**src/ex_pkg.sv**
```systemverilog
// shared widths, opcode and unit enums, issue, branch and write-back structs
package ex_pkg;

    // ------------------------------------------------------------------
    // widths
    // ------------------------------------------------------------------
    // scoreboard transaction id
    localparam int unsigned TRANS_ID_W     = 3;
    localparam int unsigned CSR_ADDR_W     = 12;
    // struct payloads stay at this width, the datapath follows DATA_W
    localparam int unsigned DATA_W_DEFAULT = 32;

    // ------------------------------------------------------------------
    // opcodes and target units
    // ------------------------------------------------------------------
    typedef enum logic [5:0] {
        // alu
        ADD, SUB, AND, OR, XOR, SLL, SRL, SLT, SLTU,
        // branch and jump
        BEQ, BNE, BLT, BGEU, JAL,
        // csr and multiply
        CSRRW, MUL
    } fu_op_e;

    typedef enum logic [2:0] {
        NONE, ALU, BRANCH, CSR, MULT
    } fu_unit_e;

    // one issue slot, held by the issuer until accepted
    typedef struct packed {
        logic                            valid;
        fu_unit_e                        unit;
        fu_op_e                          op;
        logic [DATA_W_DEFAULT-1:0]       operand_a;
        logic [DATA_W_DEFAULT-1:0]       operand_b;
        logic [DATA_W_DEFAULT-1:0]       imm;
        logic [TRANS_ID_W-1:0]           trans_id;
    } issue_slot_t;

    // prediction made by the frontend for the branch in slot 0
    typedef struct packed {
        logic        taken;
        logic [31:0] target;
    } branch_predict_t;

    // branch resolution back to the frontend
    typedef struct packed {
        logic        valid;
        logic [31:0] pc;
        logic [31:0] target;
        logic        is_taken;
        logic        is_mispredict;
    } bp_resolve_t;

    // fixed-latency write-back into the scoreboard
    typedef struct packed {
        logic                            valid;
        logic                            flush;
        logic [TRANS_ID_W-1:0]           trans_id;
        logic [DATA_W_DEFAULT-1:0]       result;
    } wb_port_t;

endpackage

```
**src/ex_alu.sv**
```systemverilog
// combinational integer alu with branch comparison output
`timescale 1ns/10ps

module ex_alu #(
    parameter int unsigned DATA_W = ex_pkg::DATA_W_DEFAULT
) (
    input  ex_pkg::issue_slot_t data_i,
    output logic [DATA_W-1:0]   result_o,
    output logic                cmp_o
);
    import ex_pkg::*;

    localparam int unsigned SHAMT_W = $clog2(DATA_W);

    logic [DATA_W-1:0] a, b;
    logic              lt_s, lt_u;

    assign a    = data_i.operand_a[DATA_W-1:0];
    assign b    = data_i.operand_b[DATA_W-1:0];
    // shared comparators for slt and branches
    assign lt_s = $signed(a) < $signed(b);
    assign lt_u = a < b;

    // result path
    always_comb begin
        case (data_i.op)
            ADD:     result_o = a + b;
            SUB:     result_o = a - b;
            AND:     result_o = a & b;
            OR:      result_o = a | b;
            XOR:     result_o = a ^ b;
            SLL:     result_o = a << b[SHAMT_W-1:0];
            SRL:     result_o = a >> b[SHAMT_W-1:0];
            SLT:     result_o = {{(DATA_W-1){1'b0}}, lt_s};
            SLTU:    result_o = {{(DATA_W-1){1'b0}}, lt_u};
            // branch ops produce no alu result
            default: result_o = '0;
        endcase
    end

    // branch condition
    always_comb begin
        case (data_i.op)
            BEQ:     cmp_o = (a == b);
            BNE:     cmp_o = (a != b);
            BLT:     cmp_o = lt_s;
            BGEU:    cmp_o = ~lt_u;
            default: cmp_o = 1'b0;
        endcase
    end

endmodule

```
**src/ex_branch_unit.sv**
```systemverilog
// branch target, link value and mispredict resolution
`timescale 1ns/10ps

module ex_branch_unit #(
    parameter int unsigned DATA_W = ex_pkg::DATA_W_DEFAULT
) (
    input  ex_pkg::issue_slot_t     data_i,
    input  logic [31:0]             pc_i,
    input  ex_pkg::branch_predict_t predict_i,
    input  logic                    cmp_i,
    output logic [DATA_W-1:0]       result_o,
    output ex_pkg::bp_resolve_t     resolved_o
);
    import ex_pkg::*;

    logic        is_jal;
    logic        taken;
    logic [31:0] link;
    logic [31:0] target;

    assign is_jal = (data_i.op == JAL);
    // jal always taken, others follow the alu compare
    assign taken  = data_i.valid & (is_jal | cmp_i);
    assign link   = pc_i + 32'd4;
    assign target = taken ? (pc_i + data_i.imm) : link;

    // link register value only for jal
    assign result_o = is_jal ? link[DATA_W-1:0] : '0;

    always_comb begin
        resolved_o.valid    = data_i.valid;
        resolved_o.pc       = pc_i;
        resolved_o.target   = target;
        resolved_o.is_taken = taken;
        // wrong direction, or right direction to the wrong place
        resolved_o.is_mispredict = data_i.valid
            & ((predict_i.taken != taken) | (taken & (predict_i.target != target)));
    end

endmodule

```
**src/ex_csr_buffer.sv**
```systemverilog
// single-entry csr address buffer, released by commit or flush
`timescale 1ns/10ps

module ex_csr_buffer #(
    parameter int unsigned DATA_W = ex_pkg::DATA_W_DEFAULT
) (
    input  logic                          clk_i,
    input  logic                          rst_ni,
    input  logic                          flush_i,
    input  logic                          csr_commit_i,
    input  ex_pkg::issue_slot_t           data_i,
    output logic [DATA_W-1:0]             result_o,
    output logic                          full_o,
    output logic [ex_pkg::CSR_ADDR_W-1:0] csr_addr_o
);
    import ex_pkg::*;

    logic                  full_q;
    logic [CSR_ADDR_W-1:0] addr_q;

    // value goes out at issue, write happens at commit
    assign result_o   = data_i.operand_a[DATA_W-1:0];
    assign full_o     = full_q;
    assign csr_addr_o = addr_q;

    always_ff @(posedge clk_i or negedge rst_ni) begin
        if (!rst_ni) begin
            full_q <= 1'b0;
            addr_q <= '0;
        end else if (flush_i || csr_commit_i) begin
            // free again next cycle
            full_q <= 1'b0;
            addr_q <= '0;
        end else if (data_i.valid && !full_q) begin
            full_q <= 1'b1;
            addr_q <= data_i.imm[CSR_ADDR_W-1:0];
        end
    end

endmodule

```
**src/ex_mult_fsm.sv**
```systemverilog
// multiplier control fsm with idle, busy and done states
`timescale 1ns/10ps

module ex_mult_fsm (
    input  logic clk_i,
    input  logic rst_ni,
    input  logic flush_i,
    input  logic start_i,
    input  logic count_done_i,
    output logic load_o,
    output logic step_o,
    output logic done_o,
    output logic idle_o
);

    typedef enum logic [1:0] {IDLE, BUSY, DONE} state_e;

    state_e state_q, state_d;

    // next state
    always_comb begin
        state_d = state_q;
        case (state_q)
            IDLE:    if (start_i) state_d = BUSY;
            // last step happens in the cycle the counter reads zero
            BUSY:    if (count_done_i) state_d = DONE;
            DONE:    state_d = IDLE;
            default: state_d = IDLE;
        endcase
        // flush drops the multiply without a result
        if (flush_i) state_d = IDLE;
    end

    always_ff @(posedge clk_i or negedge rst_ni) begin
        if (!rst_ni) state_q <= IDLE;
        else         state_q <= state_d;
    end

    // busy for DATA_W cycles, done is cycle DATA_W + 1 after accept
    assign idle_o = (state_q == IDLE);
    assign load_o = idle_o & start_i & ~flush_i;
    assign step_o = (state_q == BUSY);
    assign done_o = (state_q == DONE) & ~flush_i;

endmodule

```
**src/ex_mult_counter.sv**
```systemverilog
// down-counter for multiplier bit steps with terminal-count flag
`timescale 1ns/10ps

module ex_mult_counter #(
    parameter int unsigned DATA_W = 32
) (
    input  logic clk_i,
    input  logic rst_ni,
    input  logic load_i,
    input  logic dec_i,
    output logic done_o
);

    localparam int unsigned CNT_W = $clog2(DATA_W);

    logic [CNT_W-1:0] cnt_q;

    always_ff @(posedge clk_i or negedge rst_ni) begin
        if (!rst_ni)                        cnt_q <= '0;
        else if (load_i)                    cnt_q <= CNT_W'(DATA_W - 1);
        // hold at zero until reloaded
        else if (dec_i && cnt_q != '0)      cnt_q <= cnt_q - 1'b1;
    end

    assign done_o = (cnt_q == '0);

endmodule

```
**src/ex_mult_datapath.sv**
```systemverilog
// shift-add multiplier registers and held transaction id
`timescale 1ns/10ps

module ex_mult_datapath #(
    parameter int unsigned DATA_W = ex_pkg::DATA_W_DEFAULT
) (
    input  logic                          clk_i,
    input  logic                          rst_ni,
    input  logic                          load_i,
    input  logic                          step_i,
    input  ex_pkg::issue_slot_t           data_i,
    output logic [DATA_W-1:0]             result_o,
    output logic [ex_pkg::TRANS_ID_W-1:0] trans_id_o
);
    import ex_pkg::*;

    logic [DATA_W-1:0]     mcand_q;
    logic [DATA_W-1:0]     mplier_q;
    logic [DATA_W-1:0]     acc_q;
    logic [TRANS_ID_W-1:0] trans_id_q;

    // operand shifters
    always_ff @(posedge clk_i) begin
        if (load_i) begin
            mcand_q  <= data_i.operand_a[DATA_W-1:0];
            mplier_q <= data_i.operand_b[DATA_W-1:0];
        end else if (step_i) begin
            // multiplicand walks left, multiplier bits walk right
            mcand_q  <= mcand_q << 1;
            mplier_q <= mplier_q >> 1;
        end
    end

    // accumulator keeps only the low product
    always_ff @(posedge clk_i or negedge rst_ni) begin
        if (!rst_ni) begin
            acc_q      <= '0;
            trans_id_q <= '0;
        end else if (load_i) begin
            acc_q      <= '0;
            trans_id_q <= data_i.trans_id;
        end else if (step_i && mplier_q[0]) begin
            acc_q      <= acc_q + mcand_q;
        end
    end

    assign result_o   = acc_q;
    assign trans_id_o = trans_id_q;

endmodule

```
**src/ex_dispatch.sv**
```systemverilog
// slot routing, operand silencing, mispredict squash and write-back muxing
`timescale 1ns/10ps

module ex_dispatch #(
    parameter int unsigned DATA_W = ex_pkg::DATA_W_DEFAULT
) (
    input  ex_pkg::issue_slot_t               slot0_i,
    input  ex_pkg::issue_slot_t               slot1_i,
    input  logic [DATA_W-1:0]                 alu0_result_i,
    input  logic [DATA_W-1:0]                 alu1_result_i,
    input  logic [DATA_W-1:0]                 branch_result_i,
    input  ex_pkg::bp_resolve_t               resolve_i,
    input  logic [DATA_W-1:0]                 csr_result_i,
    input  logic                              csr_full_i,
    input  logic                              mult_idle_i,
    input  logic                              mult_done_i,
    input  logic [DATA_W-1:0]                 mult_result_i,
    input  logic [ex_pkg::TRANS_ID_W-1:0]     mult_trans_id_i,
    output ex_pkg::issue_slot_t               alu0_data_o,
    output ex_pkg::issue_slot_t               alu1_data_o,
    output ex_pkg::issue_slot_t               branch_data_o,
    output ex_pkg::issue_slot_t               csr_data_o,
    output logic                              mult_start_o,
    output ex_pkg::issue_slot_t               mult_data_o,
    output logic [1:0]                        ready_o,
    output ex_pkg::wb_port_t [1:0]            wb_o
);
    import ex_pkg::*;

    logic accept0, accept1;
    logic squash;
    logic go_mul;
    logic [DATA_W-1:0] res0;

    // ------------------------------------------------------------------
    // issue handshake
    // ------------------------------------------------------------------
    // csr buffer full blocks slot 0, a running multiply blocks slot 1
    assign ready_o[0] = ~csr_full_i;
    assign ready_o[1] = mult_idle_i;
    assign accept0    = slot0_i.valid & ready_o[0];
    assign accept1    = slot1_i.valid & ready_o[1];

    // younger slot dies behind a mispredicted branch in slot 0
    assign squash = resolve_i.valid & resolve_i.is_mispredict;

    // ------------------------------------------------------------------
    // operand silencing, idle units see all zeros
    // ------------------------------------------------------------------
    // alu 0 also does the compare for branches
    assign alu0_data_o   = (accept0 && (slot0_i.unit == ALU || slot0_i.unit == BRANCH))
                         ? slot0_i : '0;
    assign branch_data_o = (accept0 && slot0_i.unit == BRANCH) ? slot0_i : '0;
    assign csr_data_o    = (accept0 && slot0_i.unit == CSR) ? slot0_i : '0;
    assign alu1_data_o   = (accept1 && slot1_i.unit == ALU && !squash) ? slot1_i : '0;

    // squashed mul never starts
    assign go_mul       = accept1 && slot1_i.unit == MULT && !squash;
    assign mult_data_o  = go_mul ? slot1_i : '0;
    assign mult_start_o = go_mul;

    // ------------------------------------------------------------------
    // write-back port 0: alu, branch or csr
    // ------------------------------------------------------------------
    always_comb begin
        case (slot0_i.unit)
            BRANCH:  res0 = branch_result_i;
            CSR:     res0 = csr_result_i;
            default: res0 = alu0_result_i;
        endcase
        wb_o[0].valid    = accept0 && (slot0_i.unit == ALU || slot0_i.unit == BRANCH
                                       || slot0_i.unit == CSR);
        wb_o[0].flush    = 1'b0;
        wb_o[0].trans_id = slot0_i.trans_id;
        wb_o[0].result   = DATA_W_DEFAULT'(res0);
    end

    // ------------------------------------------------------------------
    // write-back port 1: multiplier completion, else slot 1 alu
    // ------------------------------------------------------------------
    // no collision, slot 1 is not ready while the multiplier is in done
    always_comb begin
        if (mult_done_i) begin
            wb_o[1].valid    = 1'b1;
            wb_o[1].flush    = 1'b0;
            wb_o[1].trans_id = mult_trans_id_i;
            wb_o[1].result   = DATA_W_DEFAULT'(mult_result_i);
        end else begin
            wb_o[1].valid    = accept1 && slot1_i.unit == ALU && !squash;
            // flush applies to a squashed alu op or mul alike
            wb_o[1].flush    = accept1 && squash;
            wb_o[1].trans_id = slot1_i.trans_id;
            wb_o[1].result   = DATA_W_DEFAULT'(alu1_result_i);
        end
    end

endmodule

```
**src/ex_stage_top.sv**
```systemverilog
// dual-issue execute stage top level, instances and wiring
`timescale 1ns/10ps

module ex_stage_top #(
    parameter int unsigned DATA_W = ex_pkg::DATA_W_DEFAULT
) (
    input  logic                          clk_i,
    input  logic                          rst_ni,
    input  logic                          flush_i,
    input  logic                          csr_commit_i,
    input  ex_pkg::issue_slot_t           slot0_i,
    input  ex_pkg::issue_slot_t           slot1_i,
    input  logic [31:0]                   pc_i,
    input  ex_pkg::branch_predict_t       predict_i,
    output logic [1:0]                    ready_o,
    output ex_pkg::wb_port_t [1:0]        wb_o,
    output ex_pkg::bp_resolve_t           resolved_o,
    output logic [ex_pkg::CSR_ADDR_W-1:0] csr_addr_o
);
    import ex_pkg::*;

    // silenced unit inputs
    issue_slot_t alu0_data, alu1_data, branch_data, csr_data, mult_data;
    // unit results
    logic [DATA_W-1:0] alu0_result, alu1_result, branch_result, csr_result, mult_result;
    logic              alu_cmp;
    logic              csr_full;
    // multiplier control
    logic mult_start, mult_load, mult_step, mult_done, mult_idle, cnt_done;
    logic [TRANS_ID_W-1:0] mult_trans_id;

    ex_dispatch #(.DATA_W(DATA_W)) u_dispatch (
        .slot0_i, .slot1_i,
        .alu0_result_i(alu0_result), .alu1_result_i(alu1_result),
        .branch_result_i(branch_result), .resolve_i(resolved_o),
        .csr_result_i(csr_result), .csr_full_i(csr_full),
        .mult_idle_i(mult_idle), .mult_done_i(mult_done),
        .mult_result_i(mult_result), .mult_trans_id_i(mult_trans_id),
        .alu0_data_o(alu0_data), .alu1_data_o(alu1_data),
        .branch_data_o(branch_data), .csr_data_o(csr_data),
        .mult_start_o(mult_start), .mult_data_o(mult_data),
        .ready_o, .wb_o
    );

    // ------------------------------------------------------------------
    // fixed-latency units
    // ------------------------------------------------------------------
    // alu 0 feeds the branch compare, alu 1 compare is unused
    ex_alu #(.DATA_W(DATA_W)) u_alu0 (
        .data_i(alu0_data), .result_o(alu0_result), .cmp_o(alu_cmp)
    );
    ex_alu #(.DATA_W(DATA_W)) u_alu1 (
        .data_i(alu1_data), .result_o(alu1_result), .cmp_o()
    );

    ex_branch_unit #(.DATA_W(DATA_W)) u_branch (
        .data_i(branch_data), .pc_i, .predict_i, .cmp_i(alu_cmp),
        .result_o(branch_result), .resolved_o
    );

    ex_csr_buffer #(.DATA_W(DATA_W)) u_csr (
        .clk_i, .rst_ni, .flush_i, .csr_commit_i, .data_i(csr_data),
        .result_o(csr_result), .full_o(csr_full), .csr_addr_o
    );

    // ------------------------------------------------------------------
    // iterative multiplier
    // ------------------------------------------------------------------
    ex_mult_fsm u_mult_fsm (
        .clk_i, .rst_ni, .flush_i, .start_i(mult_start), .count_done_i(cnt_done),
        .load_o(mult_load), .step_o(mult_step), .done_o(mult_done), .idle_o(mult_idle)
    );

    ex_mult_counter #(.DATA_W(DATA_W)) u_mult_cnt (
        .clk_i, .rst_ni, .load_i(mult_load), .dec_i(mult_step), .done_o(cnt_done)
    );

    ex_mult_datapath #(.DATA_W(DATA_W)) u_mult_dp (
        .clk_i, .rst_ni, .load_i(mult_load), .step_i(mult_step), .data_i(mult_data),
        .result_o(mult_result), .trans_id_o(mult_trans_id)
    );

endmodule

```
**config.mk**
```make
export PLATFORM = sky130hd
export DESIGN_NAME = ex_stage_top
export DESIGN_NICKNAME = d
export VERILOG_FILES = /design/src/ex_pkg.sv /design/src/ex_alu.sv /design/src/ex_branch_unit.sv /design/src/ex_csr_buffer.sv /design/src/ex_mult_fsm.sv /design/src/ex_mult_counter.sv /design/src/ex_mult_datapath.sv /design/src/ex_dispatch.sv /design/src/ex_stage_top.sv
export SDC_FILE = /design/constraint.sdc
export NUM_CORES = 2
export LEC_CHECK = 0
export ABC_AREA = 1
export BUFFER_PORTS_ARGS = -buffer_cell sky130_fd_sc_hd__buf_2
export CAP_MARGIN = 15
export CELL_PAD_IN_SITES_DETAIL_PLACEMENT = 1
export CELL_PAD_IN_SITES_GLOBAL_PLACEMENT = 2
export CORE_ASPECT_RATIO = 0.6
export CORE_MARGIN = 2
export CORE_UTILIZATION = 33
export DETAILED_ROUTE_END_ITERATION = 6
export PLACE_DENSITY = 0.95
export SYNTH_ARGS = -nofsm -noshare
export SYNTH_HDL_FRONTEND = slang
export SYNTH_SLANG_ARGS = --single-unit
```
**constraint.sdc**
```tcl
create_clock -name clk_i -period 15.55 [get_ports clk_i]
set_clock_uncertainty 0.2 [all_clocks]
set_input_delay 0 -clock clk_i [delete_from_list [all_inputs] [get_ports clk_i]]
set_output_delay 0 -clock clk_i [all_outputs]
set_load 0.005 [all_outputs]
```
==> results.yml <==
outcome:
  status: "complete, no violations"
finish:
  num-nets-final: 5694
  fillers: 11400
  drive_above_1_share_pct: 11.8
  syn_to_final_growth_pct: 15.3
  layout_common_cells: "nand2_1 (1,160), inv_1 (653), nand3_1 (509)"
  finalCoreUtilization_pct: 38.2
  final_cells: 6297
  mostFrequentLayoutCell: "nand2_1"
setup_path:
  rr_worst_depth: 30
  r2r_end: "u_mult_dp.result_o[0]"
  arrival_ps: 13290
  crit_path_end_kind: "output pin"
  cp-start-kind: "flip-flop"
  cp_data_required_time_ps: 15350
  crit_slowest_cell: "a21oi_2"
  cpMostUsedCell: "nand2_1"
  critPathKind: "reg2out"
  cp_max_fo: 47
  max_stage_delay_ps: 740
  rrSetupSlack_ps: 5620
  r2r_start: "u_csr.full_o"
logic_synthesis:
  ys_seq_area_share_pct: 11.9
  synth_area_sq_mm: 0.0276
  syn_nets: 5398
  synthCells: 4847
  synth_seq_cells: 119
  synth_edf_count: 64
  synth_warnings: 0
  synth_area_per_cell_sq_um: 5.70
  async_flop_share_pct: 46.2
  synthDistinctLibCells: 60
  synth_ff_type: "edfxtp_1"
clock_tree:
  worstSkewPairLatency_ps: 460
  cts_buffer_depth: 2
  cts_num_sinks: 119
  cts_tree: "built"
  htreeDepth: 4
  clkTransAtPathRegs_ps: 70
  cts_buffers: 17
  ctsResizeCount: 0
  root_buffer: "clkbuf_16"
power:
  p_sw_share_pct: 48.4
  power_density_mw_per_mm2: 53.5
  power_mw: 1.70
  ir_drop_uv: 67.9
  p_leak_nw: 16.8
  combPwrFrac_pct: 49.6
  pwr-share-seq_pct: 24.6
  clkPwrFrac_pct: 25.8
  switchingPower_mw: 0.824
  p_int_mw: 0.877
sta:
  worst_slew_pin_slew_ps: 1200
  timing.fmax_ghz: 0.0741
  finalSetupTns_ps: 0
  hold_viol: 0
  rsz0062_at_grt: "false"
  fin_crit_sh_pct: 86.8
  setup_viol: 0
  timing.hold.ws_ps: 43.6
  period_needed_ps: 13490
  slew_violations: 0
  slew_headroom_pct: 18.0
grt:
  overflow: 0
  grt_pass1_wl_um: 242000
  antenna_found_initial: 15
  grt_pass1_vias: 34900
  grtUsageTotal_pct: 37.7
  grt_max_degree: 85
route:
  ant_nets: 0
  routed_wl_um: 169000
  wl_per_cell_um: 26.9
  drt-pass1-iter-count: 6
  drt-vias-per-instance: 5.97
  drt_iter0_drc: 5764
  drc: 0
  vias: 37600
die:
  rows: 82
  fp.dieH_um: 228
  die_w_um: 377
  initial_core_util_pct: 33.2
  core_area_sq_mm: 0.0832
  pin_count: 442
  dieArea_sq_mm: 0.0861
hold_path:
  hold_path.class: "in2out"
  holdPathStages: 2
  worstHoldStart: "pc_i[31]"
  min_to: "resolved_o[65]"
placement:
  numPortBuffers: 402
  gp_congestion: 1.11
  dpl.hpwl_um: 136000
  dp_cells: 6161
flow_run:
  cap_viol_max_count: 0
==> worst max-delay path by stage <==
stage                       from        to  slack, ps  cells after the start
finish              u_csr.full_o  wb_o[37]       2060                     57
global route        u_csr.full_o  wb_o[67]       1540                     61
CTS                 u_csr.full_o  wb_o[67]       2940                     60
detailed placement  u_csr.full_o  wb_o[67]       3440                     60
global placement    u_csr.full_o  wb_o[67]       3010                     59
floorplan           u_csr.full_o  wb_o[67]       6690                     70
==> per-stage QoR <==
| stage | instance area (sq um) | setup WS [ps] |
|---|---|---|
| 3_5_place_dp | 30200 | 3440 |
| 2_1_floorplan | 27600 | 6690 |
| 4_1_cts | 31800 | 2940 |
| 6_report | 31800 | 2060 |
| 3_3_place_gp | 30200 | 3010 |
| 5_1_grt | 31800 | 1540 |
==> cells in the mapped netlist (10+ instances only) <==
master       n  area share, %
o221ai_1    44            1.4
o21a_1      14           0.38
o21ai_1     20           0.36
edfxtp_1    64            7.0
nand3_1    509            9.2
clkinv_1    12           0.16
inv_1      655            8.9
clkbuf_1   144            2.0
o31ai_1     14           0.38
o21bai_1    20           0.54
a31oi_1     23           0.52
nor3_1      41           0.74
dfrtp_1     55            5.0
nand3b_1    26           0.71
o211ai_1    39            1.1
a21oi_1    379            6.9
o22ai_1     37           0.84
a21oi_2     21           0.67
inv_2       24           0.33
buf_1       32           0.44
buf_4       44            1.2
o21ai_0    340            6.2
nand4_1     70            1.6
a211oi_1    10           0.27
xor2_1      92            2.9
a21boi_0    14           0.38
nor2_1     455            6.2
ha_1       258             12
nand2_1   1165             16
nor4_1      13           0.29
xnor2_1     27           0.86
or2_2       29           0.66
nand2_2     10           0.23
buf_2       48           0.87
==> power groups by stage <==
stage | registers (mW) | logic (mW) | clock network (mW)
2_1_floorplan | 0.402 | 0.475 | 0
3_3_place_gp | 0.417 | 0.745 | 0
3_5_place_dp | 0.420 | 0.770 | 0
4_1_cts | 0.415 | 0.797 | 0.437
5_1_grt | 0.422 | 0.898 | 0.449
6_report | 0.418 | 0.843 | 0.440
==> worst max-delay path, delay by kind of cell, from the launching register on <==
family / cells / cell delay, ps
AND/OR/NAND/NOR: 33 / 5140
flip-flops: 1 / 390
adder cells (fa/ha/maj): 3 / 1220
AO/OA/AOI/OAI: 15 / 4970
buffers and inverters: 6 / 990
==> area by class of cell <==
class	instances	area, sq um	share of cell area [%]
multi-input cells	3762	20500	64.4
clock buffers	17	425	1.34
repair buffers	552	3390	10.7
flip-flops and latches	119	3300	10.4
diodes	7	17.5	0.0551
inverters	691	2600	8.16
clock inverters	15	181	0.570
well taps	1134	1420	4.46
==> kinds of logic (layout without fill, tap and decap cells) <==
| logic type | after synthesis | in the layout | synth area share [%] |
|---|---|---|---|
| simple gates | 2344 | 2344 | 36.3 |
| compound gates | 1026 | 1026 | 21.4 |
| buf+inv | 966 | 1275 | 14.1 |
| fa+ha+maj | 264 | 264 | 12.1 |
| xor+xnor | 119 | 119 | 3.78 |
| flops | 119 | 119 | 11.9 |
| mux | 8 | 8 | 0.290 |
| other cells | 1 | 8 | 0.0136 |
==> what timing repair did <==
item	in CTS	in global routing
hold buffers	96	0
buffers inserted	0	0
endpoints found under the hold margin	136	0
==> registers in the layout (all words and copies together) (netlist names) <==
register,count
u_mult_dp.mcand_q,32
u_mult_dp.mplier_q,32
u_mult_dp.result_o,32
u_csr.csr_addr_o,12
u_mult_cnt.cnt_q,5
u_mult_dp.trans_id_o,3
u_mult_fsm.state_q,2
u_csr.full_o,1
==> routing by layer <==
layer  global-route usage (%)  share of wire [%]  wire length, um
met3                     14.2                 15            26200
met4                     6.65                2.1             3580
met2                     48.4                 36            61700
met5                        0              0.037               62
met1                     58.1                 46            77900
Power figures use the tool's default switching activity.
